## config.mk

```make
export PLATFORM = sky130hd
export DESIGN_NAME = mem_top
export DESIGN_NICKNAME = d
export VERILOG_FILES = /design/src/source/mem_pkg.sv /design/src/source/line_port_if.sv /design/src/source/mem_top.sv /design/src/source/burst_adapter.sv /design/src/source/mem_arbiter.sv /design/src/source/data_req_latch.sv /design/src/source/ifetch_line_buffer.sv
export SDC_FILE = /design/constraint.sdc
export NUM_CORES = 1
export LEC_CHECK = 0
export BUFFER_PORTS_ARGS = -buffer_cell sky130_fd_sc_hd__buf_2
export CORE_AREA = 2 2 307 309
export DETAILED_ROUTE_END_ITERATION = 8
export DIE_AREA = 0 0 309 311
export PLACE_DENSITY = 0.7
export SLEW_MARGIN = 40
export SYNTH_ARGS = -nofsm -noshare
export SYNTH_HDL_FRONTEND = slang
export SYNTH_SLANG_ARGS = --single-unit
```

## constraint.sdc

```tcl
create_clock -name clk -period 25.2 [get_ports clk]
set_input_delay 5.04 -clock clk [delete_from_list [all_inputs] [get_ports clk]]
set_output_delay 5.04 -clock clk [all_outputs]
set_load 0.02 [all_outputs]
```

## src/source/mem_pkg.sv

```systemverilog
`default_nettype none

package mem_pkg;

    localparam int LINE_BITS      = 256;
    localparam int BEAT_BITS      = 64;
    localparam int BEATS_PER_LINE = LINE_BITS / BEAT_BITS;

    typedef logic [31:0]            addr_t;     // byte address
    typedef logic [31:0]            word_t;     // one instruction
    typedef logic [BEAT_BITS-1:0]   beat_t;
    typedef logic [LINE_BITS-1:0]   line_t;

    // what a line request does
    typedef enum logic {
        op_read,
        op_write
    } line_op_e;

    // who owns the shared line port
    typedef enum logic [1:0] {
        arb_idle,
        arb_data,
        arb_fetch
    } arb_state_e;

endpackage : mem_pkg

`default_nettype wire
```

## src/source/line_port_if.sv

```systemverilog
`timescale 1ns/1ps
`default_nettype none

// one line transfer between the arbiter and the burst adapter
interface line_port_if;
    import mem_pkg::*;

    addr_t      addr;   // line aligned
    line_op_e   op;
    logic       req;    // one cycle strobe
    line_t      wdata;
    line_t      rdata;  // valid with resp on reads
    logic       resp;   // exactly one per req

    modport requester (
        output  addr,
        output  op,
        output  req,
        output  wdata,
        input   rdata,
        input   resp
    );

    modport memside (
        input   addr,
        input   op,
        input   req,
        input   wdata,
        output  rdata,
        output  resp
    );

endinterface : line_port_if

`default_nettype wire

```

## src/source/mem_top.sv

```systemverilog
`timescale 1ns/1ps
`default_nettype none

module mem_top (
    input   logic               clk,
    input   logic               rst,

    // instruction fetch
    input   logic               fetch_read_i,
    input   mem_pkg::addr_t     fetch_addr_i,
    output  mem_pkg::word_t     fetch_word_o,
    output  logic               fetch_resp_o,

    // data lines
    input   logic               data_read_i,
    input   logic               data_write_i,
    input   mem_pkg::addr_t     data_addr_i,
    input   mem_pkg::line_t     data_wdata_i,
    output  mem_pkg::line_t     data_rdata_o,
    output  logic               data_resp_o,

    // burst memory
    output  mem_pkg::addr_t     bmem_addr_o,
    output  logic               bmem_read_o,
    output  logic               bmem_write_o,
    output  mem_pkg::beat_t     bmem_wdata_o,
    input   logic               bmem_ready_i,
    input   mem_pkg::beat_t     bmem_rdata_i,
    input   logic               bmem_rvalid_i
);
    import mem_pkg::*;

    logic       f_req, f_resp;
    addr_t      f_addr;
    line_t      f_line;

    logic       d_pending, d_resp;
    addr_t      d_addr;
    line_op_e   d_op;
    line_t      d_wdata, d_line;

    line_port_if mem_port_if ();

    ifetch_line_buffer ifetch_i (
        .clk            (clk),
        .rst            (rst),
        .fetch_read_i   (fetch_read_i),
        .fetch_addr_i   (fetch_addr_i),
        .fetch_word_o   (fetch_word_o),
        .fetch_resp_o   (fetch_resp_o),
        .f_req_o        (f_req),
        .f_addr_o       (f_addr),
        .f_resp_i       (f_resp),
        .f_line_i       (f_line)
    );

    data_req_latch data_i (
        .clk            (clk),
        .rst            (rst),
        .data_read_i    (data_read_i),
        .data_write_i   (data_write_i),
        .data_addr_i    (data_addr_i),
        .data_wdata_i   (data_wdata_i),
        .data_rdata_o   (data_rdata_o),
        .data_resp_o    (data_resp_o),
        .d_pending_o    (d_pending),
        .d_addr_o       (d_addr),
        .d_op_o         (d_op),
        .d_wdata_o      (d_wdata),
        .d_resp_i       (d_resp),
        .d_line_i       (d_line)
    );

    mem_arbiter arbiter_i (
        .clk            (clk),
        .rst            (rst),
        .f_req_i        (f_req),
        .f_addr_i       (f_addr),
        .f_resp_o       (f_resp),
        .f_line_o       (f_line),
        .d_pending_i    (d_pending),
        .d_addr_i       (d_addr),
        .d_op_i         (d_op),
        .d_wdata_i      (d_wdata),
        .d_resp_o       (d_resp),
        .d_line_o       (d_line),
        .mem_port       (mem_port_if.requester)
    );

    burst_adapter #(
        .BURST_LEN      (BEATS_PER_LINE)
    ) adapter_i (
        .clk            (clk),
        .rst            (rst),
        .mem_port       (mem_port_if.memside),
        .bmem_addr_o    (bmem_addr_o),
        .bmem_read_o    (bmem_read_o),
        .bmem_write_o   (bmem_write_o),
        .bmem_wdata_o   (bmem_wdata_o),
        .bmem_ready_i   (bmem_ready_i),
        .bmem_rdata_i   (bmem_rdata_i),
        .bmem_rvalid_i  (bmem_rvalid_i)
    );

endmodule : mem_top

`default_nettype wire

```

## src/source/burst_adapter.sv

```systemverilog
`timescale 1ns/1ps
`default_nettype none

module burst_adapter #(
    parameter int BURST_LEN = 4
) (
    input   logic               clk,
    input   logic               rst,

    line_port_if.memside        mem_port,

    output  mem_pkg::addr_t     bmem_addr_o,
    output  logic               bmem_read_o,
    output  logic               bmem_write_o,
    output  mem_pkg::beat_t     bmem_wdata_o,
    input   logic               bmem_ready_i,
    input   mem_pkg::beat_t     bmem_rdata_i,
    input   logic               bmem_rvalid_i
);
    import mem_pkg::*;

    localparam int CNT_BITS = (BURST_LEN > 1) ? $clog2(BURST_LEN) : 1;

    addr_t                  addr_q;
    line_op_e               op_q;
    line_t                  line_q;     // write beats out of the bottom, read beats in at the top
    logic                   waiting;    // request taken, burst not started yet
    logic                   rd_busy;
    logic                   wr_busy;
    logic   [CNT_BITS-1:0]  cnt;
    logic                   last;
    logic                   resp_q;
    logic                   rd_start;
    logic                   wr_start;

    assign rd_start = waiting && (op_q == op_read) && bmem_ready_i;
    assign wr_start = waiting && (op_q == op_write) && bmem_ready_i;
    assign last     = (cnt == CNT_BITS'(BURST_LEN - 1));

    always_ff @(posedge clk) begin
        if (rst) begin
            waiting <= 1'b0;
            rd_busy <= 1'b0;
            wr_busy <= 1'b0;
            cnt     <= '0;
            resp_q  <= 1'b0;
        end else begin
            resp_q <= 1'b0;
            if (mem_port.req)
                waiting <= 1'b1;
            else if (rd_start || wr_start)
                waiting <= 1'b0;

            if (rd_start)
                rd_busy <= 1'b1;

            if (rd_busy && bmem_rvalid_i) begin
                if (last) begin
                    rd_busy <= 1'b0;
                    cnt     <= '0;
                    resp_q  <= 1'b1;
                end else begin
                    cnt <= cnt + 1'b1;
                end
            end

            if (bmem_write_o) begin
                if (last) begin
                    wr_busy <= 1'b0;
                    cnt     <= '0;
                    resp_q  <= 1'b1;
                end else begin
                    wr_busy <= 1'b1;
                    cnt     <= cnt + 1'b1;
                end
            end
        end
    end

    always_ff @(posedge clk) begin
        if (mem_port.req) begin
            addr_q <= mem_port.addr;
            op_q   <= mem_port.op;
            line_q <= mem_port.wdata;
        end else if (bmem_write_o) begin
            line_q <= line_q >> BEAT_BITS;
        end else if (rd_busy && bmem_rvalid_i) begin
            line_q <= {bmem_rdata_i, line_q[LINE_BITS-1:BEAT_BITS]};
        end
    end

    assign bmem_addr_o    = addr_q;
    assign bmem_read_o    = rd_start;               // single cycle pulse
    assign bmem_write_o   = wr_start || wr_busy;    // back to back beats
    assign bmem_wdata_o   = line_q[BEAT_BITS-1:0];
    assign mem_port.rdata = line_q;
    assign mem_port.resp  = resp_q;

    // memory returns beats only for a read burst we issued
    assert property (@(posedge clk) disable iff (rst) bmem_rvalid_i |-> rd_busy);

endmodule : burst_adapter

`default_nettype wire

```

## src/source/mem_arbiter.sv

```systemverilog
`timescale 1ns/1ps
`default_nettype none

module mem_arbiter (
    input   logic                   clk,
    input   logic                   rst,

    // fetch side
    input   logic                   f_req_i,
    input   mem_pkg::addr_t         f_addr_i,
    output  logic                   f_resp_o,
    output  mem_pkg::line_t         f_line_o,

    // data side
    input   logic                   d_pending_i,
    input   mem_pkg::addr_t         d_addr_i,
    input   mem_pkg::line_op_e      d_op_i,
    input   mem_pkg::line_t         d_wdata_i,
    output  logic                   d_resp_o,
    output  mem_pkg::line_t         d_line_o,

    line_port_if.requester          mem_port
);
    import mem_pkg::*;

    arb_state_e state;
    logic       f_pend;     // fetch pulse waiting for a grant
    logic       req_q;

    always_ff @(posedge clk) begin
        if (rst) begin
            state  <= arb_idle;
            f_pend <= 1'b0;
            req_q  <= 1'b0;
        end else begin
            req_q <= 1'b0;
            if (f_req_i)
                f_pend <= 1'b1;
            else if (f_resp_o)
                f_pend <= 1'b0;

            case (state)
                arb_idle: begin
                    if (d_pending_i) begin      // data wins a tie
                        state <= arb_data;
                        req_q <= 1'b1;
                    end else if (f_pend) begin
                        state <= arb_fetch;
                        req_q <= 1'b1;
                    end
                end
                arb_data, arb_fetch: begin
                    if (mem_port.resp)
                        state <= arb_idle;
                end
                default: state <= arb_idle;
            endcase
        end
    end

    // request fields follow the grant
    always_comb begin
        mem_port.req   = req_q;
        mem_port.wdata = d_wdata_i;
        if (state == arb_fetch) begin
            mem_port.addr = f_addr_i;
            mem_port.op   = op_read;
        end else begin
            mem_port.addr = d_addr_i;
            mem_port.op   = d_op_i;
        end
    end

    assign f_resp_o = (state == arb_fetch) && mem_port.resp;
    assign d_resp_o = (state == arb_data) && mem_port.resp;
    assign f_line_o = mem_port.rdata;
    assign d_line_o = mem_port.rdata;

    // adapter only answers a granted request
    assert property (@(posedge clk) disable iff (rst) mem_port.resp |-> state != arb_idle);

endmodule : mem_arbiter

`default_nettype wire

```

## src/source/data_req_latch.sv

```systemverilog
`timescale 1ns/1ps
`default_nettype none

module data_req_latch (
    input   logic                   clk,
    input   logic                   rst,

    input   logic                   data_read_i,
    input   logic                   data_write_i,
    input   mem_pkg::addr_t         data_addr_i,
    input   mem_pkg::line_t         data_wdata_i,
    output  mem_pkg::line_t         data_rdata_o,
    output  logic                   data_resp_o,

    output  logic                   d_pending_o,
    output  mem_pkg::addr_t         d_addr_o,
    output  mem_pkg::line_op_e      d_op_o,
    output  mem_pkg::line_t         d_wdata_o,
    input   logic                   d_resp_i,
    input   mem_pkg::line_t         d_line_i
);
    import mem_pkg::*;

    logic       pending_q;
    logic       resp_q;
    addr_t      addr_q;
    line_op_e   op_q;
    line_t      wdata_q;
    line_t      rdata_q;

    always_ff @(posedge clk) begin
        if (rst) begin
            pending_q <= 1'b0;
            resp_q    <= 1'b0;
        end else begin
            resp_q <= pending_q && d_resp_i;
            if (data_read_i || data_write_i)
                pending_q <= 1'b1;
            else if (d_resp_i)
                pending_q <= 1'b0;  // held until the line comes back
        end
    end

    always_ff @(posedge clk) begin
        if (data_read_i || data_write_i) begin
            addr_q  <= data_addr_i & ~addr_t'(LINE_BITS / 8 - 1);  // align to the line
            op_q    <= data_write_i ? op_write : op_read;
            wdata_q <= data_wdata_i;
        end
        if (pending_q && d_resp_i)
            rdata_q <= d_line_i;
    end

    assign d_pending_o  = pending_q;
    assign d_addr_o     = addr_q;
    assign d_op_o       = op_q;
    assign d_wdata_o    = wdata_q;
    assign data_rdata_o = rdata_q;
    assign data_resp_o  = resp_q;

    // one strobe at a time, and none while one is open
    assert property (@(posedge clk) disable iff (rst)
        (data_read_i || data_write_i) |-> !(data_read_i && data_write_i) && !pending_q);

endmodule : data_req_latch

`default_nettype wire

```

## src/source/ifetch_line_buffer.sv

```systemverilog
`timescale 1ns/1ps
`default_nettype none

module ifetch_line_buffer (
    input   logic               clk,
    input   logic               rst,

    input   logic               fetch_read_i,
    input   mem_pkg::addr_t     fetch_addr_i,
    output  mem_pkg::word_t     fetch_word_o,
    output  logic               fetch_resp_o,

    output  logic               f_req_o,
    output  mem_pkg::addr_t     f_addr_o,
    input   logic               f_resp_i,
    input   mem_pkg::line_t     f_line_i
);
    import mem_pkg::*;

    localparam int OFF_BITS  = $clog2(LINE_BITS / 8);
    localparam int WSEL_BITS = $clog2(LINE_BITS / 32);

    line_t                  buf_line;
    logic   [31-OFF_BITS:0] buf_tag;
    logic                   buf_valid;
    logic   [WSEL_BITS-1:0] word_off;   // word asked for by the last fetch
    logic                   miss_pending;
    logic                   f_req_q;
    logic                   resp_q;
    logic                   hit;

    assign hit = buf_valid && (fetch_addr_i[31:OFF_BITS] == buf_tag);

    always_ff @(posedge clk) begin
        if (rst) begin
            buf_valid    <= 1'b0;
            miss_pending <= 1'b0;
            f_req_q      <= 1'b0;
            resp_q       <= 1'b0;
        end else begin
            f_req_q <= fetch_read_i && !hit;
            resp_q  <= (fetch_read_i && hit) || (miss_pending && f_resp_i);
            if (fetch_read_i && !hit) begin
                buf_valid    <= 1'b0;   // old line gets replaced
                miss_pending <= 1'b1;
            end else if (miss_pending && f_resp_i) begin
                buf_valid    <= 1'b1;
                miss_pending <= 1'b0;
            end
        end
    end

    // line storage, tag and offset
    always_ff @(posedge clk) begin
        if (fetch_read_i) begin
            word_off <= fetch_addr_i[OFF_BITS-1:2];
            if (!hit)
                buf_tag <= fetch_addr_i[31:OFF_BITS];
        end
        if (miss_pending && f_resp_i)
            buf_line <= f_line_i;
    end

    assign f_req_o      = f_req_q;
    assign f_addr_o     = {buf_tag, {OFF_BITS{1'b0}}};
    assign fetch_resp_o = resp_q;
    assign fetch_word_o = buf_line[word_off * 32 +: 32];

    // client keeps a single fetch outstanding
    assert property (@(posedge clk) disable iff (rst) miss_pending |-> !fetch_read_i);

endmodule : ifetch_line_buffer

`default_nettype wire

```

==> run metrics <==
status=finished, final reports clean; complex-gate fraction of the synthesized area=roughly 1.0%; synthesis-stage register bit count=around 1,100; Yosys cell types=35; Simple-Gate Fraction of Synth Area=under 10%; worst slew pin tran=about 0.83 ns; Design Area, Final=0.0489 mm2; antenna-violating nets left=0; largest net degree at the start of global routing=~140; ys async rst share=0%; synthesis-to-finish area growth=21.1%; mux share of post-synthesis cell area=approximately 11%; Post-synth top cells=1,110 x edfxtp_1, 251 x mux2_2, 135 x nand2_1; Final Hold Fails=0; hold buffers post-CTS=0; Final period util=43.4%; global route overflow=0; Cells after Synth=1,863; Placed Area=approximately 0.045 mm2; TritonCTS Buffers=~110; CTS clk-pin slew, worst paths=0.06 ns; Nets=approximately 3,000; max-cap viol count=0; main combinational cell family by area after synthesis=multiplexers; vias in the first global route=21,297; clk_lat worst skew=between 0.6 and 0.7 ns; met3 wire length=roughly 8000 um; Post-synth top flop=edfxtp_1; chip height=311 um; worst-path fanout max=4; drt first pass iters=5; initial antenna violation count=24; uppermost layer routed=met5; GPL Wtd Cong=0.894; Worst EP required=20.16 ns; Netlist Area Pre-Place=about 0.04 mm2; kind of critical path=in2out; min-delay worst type=reg2reg; routed wire length=around 97,000 um; via count=20,216; min cycle time layout=10.94 ns; post-synth top area cell=edfxtp_1; Post-Synth XOR/XNOR Area=less than 1%; post-DP HPWL=between 60,000 and 70,000 um; area share of the largest cell type after synthesis=between 80% and 90%; num ports=779; share of cells above drive strength 1=between 40% and 50%; fin. max-slew vios=0; Die W=~300 um; Max VDD drop=between 0.06 and 0.07 mV; WL/cell=24.1 um; placement row count=about 110; clk_skew=0.0316 ns; Startpoint Class=input pin; initial core utilization=a little over two fifths; top cells by area, synth=edfxtp_1 83%, mux2_2 7.0%, mux4_1 2.6%, buf_4 1.5%, mux4_2 1.3%; CTS max path bufs=3; RSZ-0062 raised after global routing=false; vias per cell=~5.0; core area=0.0928 mm2; CTS tree=yes; clk sinks=between 1,000 and 1,500; Die Area=0.0961 mm2; Synth Area in Adders=0.124%; Final TNS setup=0 ns; final setup vio count=0; CP Data Arrival Time=approximately 5.9 ns; # port buffers=approximately 770; routed wl met2=about 50,000 um; Leak=between 15 and 20 nW; H-tree Lvls=3; Slew headroom=between 40% and 50%; count leader, synth=edfxtp_1; Post-synth EDFFs=about 1,100; number of setup buffers added after CTS=0; DRT iter0 DRCs=about 1,900; Post-CTS Resized=0; sequential element share of the synthesized area=between 80% and 90%; Critical Path End Type=primary output; Syn. warnings=0; DRC violations left=0; routed length on met1=between 30,000 and 40,000 um; Fmax=91.4 MHz; GRT Overall Usage=between 10% and 20%; pwr dens=between 80 and 90 mW/mm2; Synth Area per Inst=~22 um2; clk root buf=clkbuf_16; first-pass GRT wire length=about 140,000 um
[path summary, 6_finish.rpt]
kind                                         start                endpoint  slack [ns]  cells past startpoint
worst max register to register  arbiter_i.state[0]  ifetch_i.buf_line[180]       21.69                      6
worst max-delay path                  bmem_ready_i            bmem_write_o       14.26                      4
worst min-delay path              ifetch_i.f_req_o        arbiter_i.f_pend        0.44                      2
worst min register to register    ifetch_i.f_req_o        arbiter_i.f_pend        0.44                      2
[sequential cells by signal (all words and copies together), names as in the netlist, 2 cells and up]
| signal | cells |
|---|---|
| data_i.d_addr_o | 27 |
| adapter_i.cnt | 2 |
| adapter_i.bmem_addr_o | 27 |
| ifetch_i.word_off | 3 |
| ifetch_i.buf_line | 256 |
| data_i.data_rdata_o | 256 |
| arbiter_i.state | 2 |
| data_i.d_wdata_o | 256 |
| adapter_i.mem_port.rdata | 256 |
| ifetch_i.buf_tag | 27 |
[critical path: stages]
cell,delay [ns]
buf_2,0.13
a31oi_4,0.38
inv_1,0.15
buf_2,0.20
[layout make-up]
type,count,area (um2)
well taps,1254,1570
multi-input cells,601,5890
clock inverters,67,523
repair buffers,798,4220
flip-flops and latches,1126,33700
diodes,12,30.0
fillers,7195,43800
clock buffers,142,3020
inverters,6,22.5
[stage by stage]
| step | utilization [%] | hold WS, ns | instances | setup slack [ns] | power, mW |
|---|---|---|---|---|---|
| final | 52.8 | 0.444 | 4006 | 14.26 | 4.22 |
| after global routing | 52.7 | 0.452 | 4003 | 14.15 | 4.35 |
| after CTS | 52.6 | 0.449 | 3992 | 14.14 | 4.25 |
| after detailed placement | 48.8 | 0.436 | 3783 | 14.14 | 2.65 |
| after global placement | 48.7 | 0.423 | 3779 | 13.74 | 2.63 |
| after floorplan | - | 0.413 | 1867 | 13.26 | 2.53 |
[metal layers]
metal	track usage [%]	vias up
li1	-	8893
met1	23.4	10167
met2	33.3	935
met3	5.49	201
met4	7.93	20
met5	0	-
[layout by cell type (no fill, tap or decap), types with 2 or more instances in the layout]
cell and instances:
clkinvlp_4 6, clkbuf_8 2, mux4_2 24, clkbuf_16 116, o21ai_0 68, edfxtp_1 1110, nor4_1 3, clkinv_8 2
clkinv_2 23, nor3_1 3, and3_4 2, dfxtp_1 15, inv_6 5, inv_1 6, nand4_1 7, buf_12 5
bufinv_16 6, mux4_1 40, buf_4 14, a21oi_1 7, clkbuf_1 24, nor2_1 8, diode_2 12, and2_1 2
mux2_2 251, ha_1 4, xnor2_1 27, conb_1 5, buf_2 766, buf_6 10, clkinv_1 23, nand2_1 135
buf_16 2
[report_power, final]
part           leakage, nW  switching (mW)  internal, mW  total, mW
sequential            10.6          0.0737          2.23       2.30
combinational         5.39           0.176         0.129      0.305
clock                 1.73           0.697         0.910       1.61
total                 17.7           0.947          3.27       4.22
[logic make-up after synthesis]
| family | after synthesis |
|---|---|
| AND/OR/NAND/NOR | 168 |
| other | 1 |
| XOR/XNOR | 27 |
| adder cells (fa/ha/maj) | 4 |
| multiplexers | 316 |
| AO/OA/AOI/OAI | 81 |
| buffers and inverters | 140 |
| flip-flops | 1126 |
Power figures use the tool's default switching activity.
